[src/design/xbar_consts.svh]
`ifndef XBAR_CONSTS_SVH
`define XBAR_CONSTS_SVH

// bus widths
`define XBAR_ADDR_W 32
`define XBAR_DATA_W 32
`define XBAR_ID_W 4
`define XBAR_LEN_W 8
`define XBAR_RESP_W 2

// one strobe bit per data byte
`define XBAR_STRB_W (`XBAR_DATA_W / 8)

// timer registers, the only slave 1 addresses
`define XBAR_TIMER_LO 32'h0200_0048
`define XBAR_TIMER_HI 32'h0200_004c

// axi response codes
`define XBAR_RESP_OKAY 2'b00

`endif

[src/design/axi_pkg.sv]
`default_nettype none

`include "xbar_consts.svh"

package axi_pkg;

    // byte address, full word bursts only
    typedef logic [`XBAR_ADDR_W-1:0] addr_t;

    // one data beat
    typedef logic [`XBAR_DATA_W-1:0] data_t;

    // transaction id, echoed on r and b
    typedef logic [`XBAR_ID_W-1:0] id_t;

    // beats minus one
    typedef logic [`XBAR_LEN_W-1:0] len_t;

    typedef logic [`XBAR_RESP_W-1:0] resp_t;

    // byte enables for a write beat
    typedef logic [`XBAR_STRB_W-1:0] strb_t;

endpackage

`default_nettype wire

[src/design/xbar_pkg.sv]
`default_nettype none

`include "xbar_consts.svh"

package xbar_pkg;

    import axi_pkg::*;

    // route machine state, also the switch select
    typedef enum logic [1:0] {
        route_idle = 2'd0,
        route_s0   = 2'd1,
        route_s1   = 2'd2
    } route_t;

    // timer registers live on slave 1
    // everything else falls through to slave 0
    function automatic route_t decode_slave(input addr_t addr);
        route_t sel;
        if (addr == `XBAR_TIMER_LO || addr == `XBAR_TIMER_HI) begin
            sel = route_s1;
        end else begin
            sel = route_s0;
        end
        return sel;
    endfunction

endpackage

`default_nettype wire

[src/design/xbar_read_switch.sv]
`timescale 1ns/1ps
`default_nettype none

// ar forward and r return, steered by the read route
module xbar_read_switch
    import axi_pkg::*;
    import xbar_pkg::*;
(
    input  wire route_t route,
    // master ar
    input  wire addr_t  m_araddr,
    input  wire id_t    m_arid,
    input  wire len_t   m_arlen,
    input  wire         m_arvalid,
    output logic        m_arready,
    // master r
    output data_t       m_rdata,
    output resp_t       m_rresp,
    output id_t         m_rid,
    output logic        m_rlast,
    output logic        m_rvalid,
    input  wire         m_rready,
    // slave 0 ar
    output addr_t       s0_araddr,
    output id_t         s0_arid,
    output len_t        s0_arlen,
    output logic        s0_arvalid,
    input  wire         s0_arready,
    // slave 0 r
    input  wire data_t  s0_rdata,
    input  wire resp_t  s0_rresp,
    input  wire id_t    s0_rid,
    input  wire         s0_rlast,
    input  wire         s0_rvalid,
    output logic        s0_rready,
    // slave 1 ar
    output addr_t       s1_araddr,
    output id_t         s1_arid,
    output len_t        s1_arlen,
    output logic        s1_arvalid,
    input  wire         s1_arready,
    // slave 1 r
    input  wire data_t  s1_rdata,
    input  wire resp_t  s1_rresp,
    input  wire id_t    s1_rid,
    input  wire         s1_rlast,
    input  wire         s1_rvalid,
    output logic        s1_rready,
    // last r beat accepted by the master
    output logic        done
);

    always_comb begin
        // idle and unselected ports stay at zero
        m_arready  = 1'b0;
        m_rdata    = '0;
        m_rresp    = '0;
        m_rid      = '0;
        m_rlast    = 1'b0;
        m_rvalid   = 1'b0;
        s0_araddr  = '0;
        s0_arid    = '0;
        s0_arlen   = '0;
        s0_arvalid = 1'b0;
        s0_rready  = 1'b0;
        s1_araddr  = '0;
        s1_arid    = '0;
        s1_arlen   = '0;
        s1_arvalid = 1'b0;
        s1_rready  = 1'b0;
        case (route)
            route_s0: begin
                s0_araddr  = m_araddr;
                s0_arid    = m_arid;
                s0_arlen   = m_arlen;
                s0_arvalid = m_arvalid;
                s0_rready  = m_rready;
                m_arready  = s0_arready;
                m_rdata    = s0_rdata;
                m_rresp    = s0_rresp;
                m_rid      = s0_rid;
                m_rlast    = s0_rlast;
                m_rvalid   = s0_rvalid;
            end
            route_s1: begin
                s1_araddr  = m_araddr;
                s1_arid    = m_arid;
                s1_arlen   = m_arlen;
                s1_arvalid = m_arvalid;
                s1_rready  = m_rready;
                m_arready  = s1_arready;
                m_rdata    = s1_rdata;
                m_rresp    = s1_rresp;
                m_rid      = s1_rid;
                m_rlast    = s1_rlast;
                m_rvalid   = s1_rvalid;
            end
            default: begin
            end
        endcase
    end

    // ends the read burst
    assign done = m_rvalid && m_rready && m_rlast;

    // only one slave may ever see a read request
    a_single_ar: assert #0 (!(s0_arvalid && s1_arvalid));

endmodule

`default_nettype wire

[src/design/xbar_route_fsm.sv]
`timescale 1ns/1ps
`default_nettype none

// one per direction
// locks onto a slave for a whole burst
module xbar_route_fsm
    import axi_pkg::*;
    import xbar_pkg::*;
(
    input  wire        clk,
    input  wire        rst,
    // address channel valid and address from the master
    input  wire        req_valid,
    input  wire addr_t req_addr,
    // final response handshake seen by the switch
    input  wire        done,
    output route_t     route
);

    route_t state_q;
    route_t state_d;

    always_comb begin
        state_d = state_q;
        case (state_q)
            route_idle: begin
                // pick the slave while the address is still on the bus
                if (req_valid) begin
                    state_d = decode_slave(req_addr);
                end
            end
            route_s0, route_s1: begin
                if (done) begin
                    state_d = route_idle;
                end
            end
            default: begin
                // unused encoding, recover to idle
                state_d = route_idle;
            end
        endcase
    end

    always_ff @(posedge clk) begin
        if (rst) begin
            state_q <= route_idle;
        end else begin
            state_q <= state_d;
        end
    end

    // select goes straight to the switch
    assign route = state_q;

    // no request, no route on the next cycle
    a_idle_hold: assert property (
        @(posedge clk) disable iff (rst)
        (route == route_idle && !req_valid) |=> (route == route_idle)
    );

    // done comes from the switch, which is dark while idle
    a_no_done_idle: assert property (
        @(posedge clk) disable iff (rst)
        !(done && route == route_idle)
    );

endmodule

`default_nettype wire

[src/design/xbar_top.sv]
`timescale 1ns/1ps
`default_nettype none

// one master, two slaves
// reads and writes route on their own
module xbar_top
    import axi_pkg::*;
    import xbar_pkg::*;
(
    input  wire         clk,
    input  wire         rst,
    // master read side
    input  wire addr_t  m_araddr,
    input  wire id_t    m_arid,
    input  wire len_t   m_arlen,
    input  wire         m_arvalid,
    output logic        m_arready,
    output data_t       m_rdata,
    output resp_t       m_rresp,
    output id_t         m_rid,
    output logic        m_rlast,
    output logic        m_rvalid,
    input  wire         m_rready,
    // master write side
    input  wire addr_t  m_awaddr,
    input  wire id_t    m_awid,
    input  wire len_t   m_awlen,
    input  wire         m_awvalid,
    output logic        m_awready,
    input  wire data_t  m_wdata,
    input  wire strb_t  m_wstrb,
    input  wire         m_wlast,
    input  wire         m_wvalid,
    output logic        m_wready,
    output resp_t       m_bresp,
    output id_t         m_bid,
    output logic        m_bvalid,
    input  wire         m_bready,
    // slave 0 read side
    output addr_t       s0_araddr,
    output id_t         s0_arid,
    output len_t        s0_arlen,
    output logic        s0_arvalid,
    input  wire         s0_arready,
    input  wire data_t  s0_rdata,
    input  wire resp_t  s0_rresp,
    input  wire id_t    s0_rid,
    input  wire         s0_rlast,
    input  wire         s0_rvalid,
    output logic        s0_rready,
    // slave 0 write side
    output addr_t       s0_awaddr,
    output id_t         s0_awid,
    output len_t        s0_awlen,
    output logic        s0_awvalid,
    input  wire         s0_awready,
    output data_t       s0_wdata,
    output strb_t       s0_wstrb,
    output logic        s0_wlast,
    output logic        s0_wvalid,
    input  wire         s0_wready,
    input  wire resp_t  s0_bresp,
    input  wire id_t    s0_bid,
    input  wire         s0_bvalid,
    output logic        s0_bready,
    // slave 1 read side, timer
    output addr_t       s1_araddr,
    output id_t         s1_arid,
    output len_t        s1_arlen,
    output logic        s1_arvalid,
    input  wire         s1_arready,
    input  wire data_t  s1_rdata,
    input  wire resp_t  s1_rresp,
    input  wire id_t    s1_rid,
    input  wire         s1_rlast,
    input  wire         s1_rvalid,
    output logic        s1_rready,
    // slave 1 write side
    output addr_t       s1_awaddr,
    output id_t         s1_awid,
    output len_t        s1_awlen,
    output logic        s1_awvalid,
    input  wire         s1_awready,
    output data_t       s1_wdata,
    output strb_t       s1_wstrb,
    output logic        s1_wlast,
    output logic        s1_wvalid,
    input  wire         s1_wready,
    input  wire resp_t  s1_bresp,
    input  wire id_t    s1_bid,
    input  wire         s1_bvalid,
    output logic        s1_bready
);

    route_t read_route;
    route_t write_route;
    logic   read_done;
    logic   write_done;

    // read engine
    xbar_route_fsm u_read_fsm (
        .clk       (clk),
        .rst       (rst),
        .req_valid (m_arvalid),
        .req_addr  (m_araddr),
        .done      (read_done),
        .route     (read_route)
    );

    // write engine, decoded on awaddr
    xbar_route_fsm u_write_fsm (
        .clk       (clk),
        .rst       (rst),
        .req_valid (m_awvalid),
        .req_addr  (m_awaddr),
        .done      (write_done),
        .route     (write_route)
    );

    // channel ports share names with the top, matched by name
    xbar_read_switch u_read_switch (
        .route (read_route),
        .done  (read_done),
        .*
    );

    xbar_write_switch u_write_switch (
        .route (write_route),
        .done  (write_done),
        .*
    );

endmodule

`default_nettype wire

[src/design/xbar_write_switch.sv]
`timescale 1ns/1ps
`default_nettype none

// aw and w forward, b return, steered by the write route
module xbar_write_switch
    import axi_pkg::*;
    import xbar_pkg::*;
(
    input  wire route_t route,
    // master aw
    input  wire addr_t  m_awaddr,
    input  wire id_t    m_awid,
    input  wire len_t   m_awlen,
    input  wire         m_awvalid,
    output logic        m_awready,
    // master w
    input  wire data_t  m_wdata,
    input  wire strb_t  m_wstrb,
    input  wire         m_wlast,
    input  wire         m_wvalid,
    output logic        m_wready,
    // master b
    output resp_t       m_bresp,
    output id_t         m_bid,
    output logic        m_bvalid,
    input  wire         m_bready,
    // slave 0 aw, w, b
    output addr_t       s0_awaddr,
    output id_t         s0_awid,
    output len_t        s0_awlen,
    output logic        s0_awvalid,
    input  wire         s0_awready,
    output data_t       s0_wdata,
    output strb_t       s0_wstrb,
    output logic        s0_wlast,
    output logic        s0_wvalid,
    input  wire         s0_wready,
    input  wire resp_t  s0_bresp,
    input  wire id_t    s0_bid,
    input  wire         s0_bvalid,
    output logic        s0_bready,
    // slave 1 aw, w, b
    output addr_t       s1_awaddr,
    output id_t         s1_awid,
    output len_t        s1_awlen,
    output logic        s1_awvalid,
    input  wire         s1_awready,
    output data_t       s1_wdata,
    output strb_t       s1_wstrb,
    output logic        s1_wlast,
    output logic        s1_wvalid,
    input  wire         s1_wready,
    input  wire resp_t  s1_bresp,
    input  wire id_t    s1_bid,
    input  wire         s1_bvalid,
    output logic        s1_bready,
    // b handshake at the master
    output logic        done
);

    always_comb begin
        m_awready  = 1'b0;
        m_wready   = 1'b0;
        m_bresp    = '0;
        m_bid      = '0;
        m_bvalid   = 1'b0;
        s0_awaddr  = '0;
        s0_awid    = '0;
        s0_awlen   = '0;
        s0_awvalid = 1'b0;
        s0_wdata   = '0;
        s0_wstrb   = '0;
        s0_wlast   = 1'b0;
        s0_wvalid  = 1'b0;
        s0_bready  = 1'b0;
        s1_awaddr  = '0;
        s1_awid    = '0;
        s1_awlen   = '0;
        s1_awvalid = 1'b0;
        s1_wdata   = '0;
        s1_wstrb   = '0;
        s1_wlast   = 1'b0;
        s1_wvalid  = 1'b0;
        s1_bready  = 1'b0;
        case (route)
            route_s0: begin
                s0_awaddr  = m_awaddr;
                s0_awid    = m_awid;
                s0_awlen   = m_awlen;
                s0_awvalid = m_awvalid;
                s0_wdata   = m_wdata;
                s0_wstrb   = m_wstrb;
                s0_wlast   = m_wlast;
                s0_wvalid  = m_wvalid;
                s0_bready  = m_bready;
                m_awready  = s0_awready;
                m_wready   = s0_wready;
                m_bresp    = s0_bresp;
                m_bid      = s0_bid;
                m_bvalid   = s0_bvalid;
            end
            route_s1: begin
                // timer writes
                s1_awaddr  = m_awaddr;
                s1_awid    = m_awid;
                s1_awlen   = m_awlen;
                s1_awvalid = m_awvalid;
                s1_wdata   = m_wdata;
                s1_wstrb   = m_wstrb;
                s1_wlast   = m_wlast;
                s1_wvalid  = m_wvalid;
                s1_bready  = m_bready;
                m_awready  = s1_awready;
                m_wready   = s1_wready;
                m_bresp    = s1_bresp;
                m_bid      = s1_bid;
                m_bvalid   = s1_bvalid;
            end
            default: begin
            end
        endcase
    end

    assign done = m_bvalid && m_bready;

    // write data never fans out to both slaves
    a_single_w: assert #0 (!(s0_wvalid && s1_wvalid));

endmodule

`default_nettype wire

[config.mk]
export PLATFORM = sky130hd
export DESIGN_NAME = xbar_top
export DESIGN_NICKNAME = d
export VERILOG_FILES = /design/src/design/axi_pkg.sv /design/src/design/xbar_pkg.sv /design/src/design/xbar_read_switch.sv /design/src/design/xbar_route_fsm.sv /design/src/design/xbar_top.sv /design/src/design/xbar_write_switch.sv
export VERILOG_INCLUDE_DIRS = /design/src /design/src/design
export SDC_FILE = /design/constraint.sdc
export NUM_CORES = 1
export LEC_CHECK = 0
export ABC_AREA = 1
export BUFFER_PORTS_ARGS = -buffer_cell sky130_fd_sc_hd__buf_2
export CAP_MARGIN = 20
export CORE_AREA = 2 2 214 216
export DETAILED_ROUTE_END_ITERATION = 16
export DIE_AREA = 0 0 216 218
export PLACE_DENSITY_LB_ADDON = 0.08
export SYNTH_ARGS = -nofsm -noshare
export SYNTH_HDL_FRONTEND = slang
export SYNTH_SLANG_ARGS = --single-unit
[constraint.sdc]
create_clock -name clk -period 2.3 [get_ports clk]
set_clock_uncertainty 0.1 [all_clocks]
set_input_delay 0.115 -clock clk [delete_from_list [all_inputs] [get_ports clk]]
set_output_delay 0.115 -clock clk [all_outputs]
set_load 0.01 [all_outputs]
==> flow_summary.toml <==
[status]
run_status = "finished, final reports clean"

[synth]
synth_compound_gate_area_share_pct = 8.48
syn_avg_cell_area_um2 = 4.09
synth-simple-area-share_pct = 49.0
ys_ff_latch = 4
synth.area.mux_share_pct = 0
synth-adder-area-share_pct = 2.19
synth.net_count = 1076
synthXorXnorAreaFrac_pct = 0
synth_top_area_share_pct = 43.6
ys_top_cells_by_area = "nand2_1 (44%), inv_1 (31%), a21oi_1 (7.6%)"
synth_cells = 838
yosysTopAreaCell = "nand2_1"
yosysWarnings = 0
synth_top_family_by_area = "simple AND/OR/NAND/NOR gates"
syn_area_mm2 = 0.00342
ys_types = 20
synth-seq-area-share_pct = 2.34

[clock_network]
cts_htree_levels = 1
cts_buffers = 3
cts_resized = 0
post-cts-setup-buffer-count = 0
clockRootBuffer = "clkbuf_16"
clockBufferDepth = 2
cts.sinks = 4
cts_tree = "built"
clk_pin_slew_ps = 40
ctsHoldBuffers = 0
clkLatencyLatePin_ps = 230

[timing]
max_freq_ghz = 0.512
min_period_over_period_pct = 85.0
maxSlewViolCount = 0
tns_ps = 0
worst_pin_slew_ps = 368
rsz0062_at_grt = "false"
setup_viol = 0
timing.hold.ws_ps = 31.8
slew-limit-headroom_pct = 75.5
min_period_ps = 1950
finalHoldViolations = 0

[worst_setup_path]
worstPathArrival_ps = 1740
r2r_start = "u_write_fsm.route[1]"
cp-start-kind = "flip-flop"
cp-end-kind = "output pin"
required_ps = 2090
r2r_slack_ps = 640
crit_type = "flip-flop to output pin"
cp_max_fo = 49
setup.worst_path.start = "u_read_fsm.route[0]"

[die]
start_util_pct = 7.63
num_rows = 78
dieArea_mm2 = 0.0471
die_width_um = 216
io-pin-count = 542
core_area_mm2 = 0.0449
die_y_um = 218

[detailed_routing]
wire_per_inst_um = 12.6
ant_nets = 0
dr_total_vias = 6249
totalWireLength_um = 24600
drtIter0Drc = 192
drc = 0
firstDrtPassIters = 4
vias_per_cell = 3.21

[final_layout]
antennaDiodeCount = 0
fin_nets = 1589
final_common_cell = "buf_2"
drive_gt1_share_pct = 42.0
areaGrowthSynthToFinish_pct = 102
final_cell_mix = "buf_2 (541), nand2_1 (398), inv_1 (287)"

[power_and_ir_drop]
combPwrFrac_pct = 88.7
power.leakage_nw = 5.89
power.switching_mw = 2.00
p_int_mw = 1.40
pwr-share-seq_pct = 3.1
p_clk_share_pct = 8.2
powerDensity_mw_per_mm2 = 492
switching_share_pct = 58.9
peakVddDrop_v = 0.000289

[worst_hold_path]
min-delay-start = "rst"
hold_path_class = "input pin to flip-flop"

[global_routing]
grt_max_degree = 63
grt_pass1_vias = 5866
antenna_found_initial = 5
grt_pass1_wl_um = 34800
track_usage_pct = 9.60
grt_overflow = 0

[job]
drv_cap = 0

[placed_design]
dp_hpwl_um = 21500
portBuffers = 541
gp_congestion = 0.781
-- area by class of cell --
class                      instances  area [um^2]
clock buffer                       3         75.1
sequential                         4         80.1
timing repair buffer             552         2840
fill                            5491        38000
tap                              600          751
inverter                         290         1090
multi-input combinational        500         2070
-- worst max-delay path, cell delays in order, from the launching register on --
cell     delay, ps
dfxtp_1        320
inv_1           80
ha_2           300
buf_12         240
nand2_1        140
a21oi_1        210
buf_2          170
-- synthesized netlist by cell type --
master / n
dfxtp_1: 4
clkbuf_1: 12
nand3_2: 2
buf_2: 29
a21oi_1: 52
a21oi_4: 1
inv_2: 2
and2_1: 1
and2_0: 2
nand3_1: 1
clkinv_1: 1
nand4_1: 1
ha_1: 6
nor3_2: 1
o21ai_1: 1
buf_4: 3
inv_1: 287
nand2_1: 398
nor2_1: 33
a21oi_2: 1
-- worst paths after layout --
| kind | endpoint | cells after the start |
|---|---|---|
| worst min register to register | u_read_fsm.route[0] | 2 |
| worst max-delay path | m_rdata[4] | 6 |
| worst min-delay path | u_read_fsm.route[0] | 2 |
| worst max register to register | u_write_fsm.route[1] | 10 |
-- state kept, by name (all words and copies together) (netlist names) --
signal and cells:
u_read_fsm.route 2, u_write_fsm.route 2
-- metrics by stage --
step                worst slack [ps]  std cells  utilization, %  power [mW]  instance area, um^2
floorplan                        849        838               -        1.82                 3420
global placement                 542       1946            15.2        3.29                 6830
detailed placement               567       1946            15.2        3.20                 6830
CTS                              320       1949            15.4        3.49                 6910
global route                     183       1949            15.4        3.81                 6910
finish                           346       1949            15.4        3.40                 6910
-- power groups by stage --
stage               clock network, mW  logic [mW]  registers (mW)
floorplan                           0        1.72           0.100
global placement                    0        3.18           0.106
detailed placement                  0        3.09           0.106
CTS                             0.286        3.10           0.106
global route                    0.294        3.41           0.108
finish                          0.278        3.02           0.105
-- per-layer routing --
layer	track usage [%]	vias to the layer above	routed length, um
li1	-	3268	-
met4	1.44	8	149
met1	9.97	2640	9140
met5	0	-	46
met3	3.28	12	2410
met2	18.8	321	12900
-- cells by family after synthesis --
kind of cell               after synthesis
buffers and inverters                  334
and+or+nand+nor                        439
DFF                                      4
adders and majority gates                6
AOI/OAI and AO/OA                       55
Power figures use the tool's default switching activity.
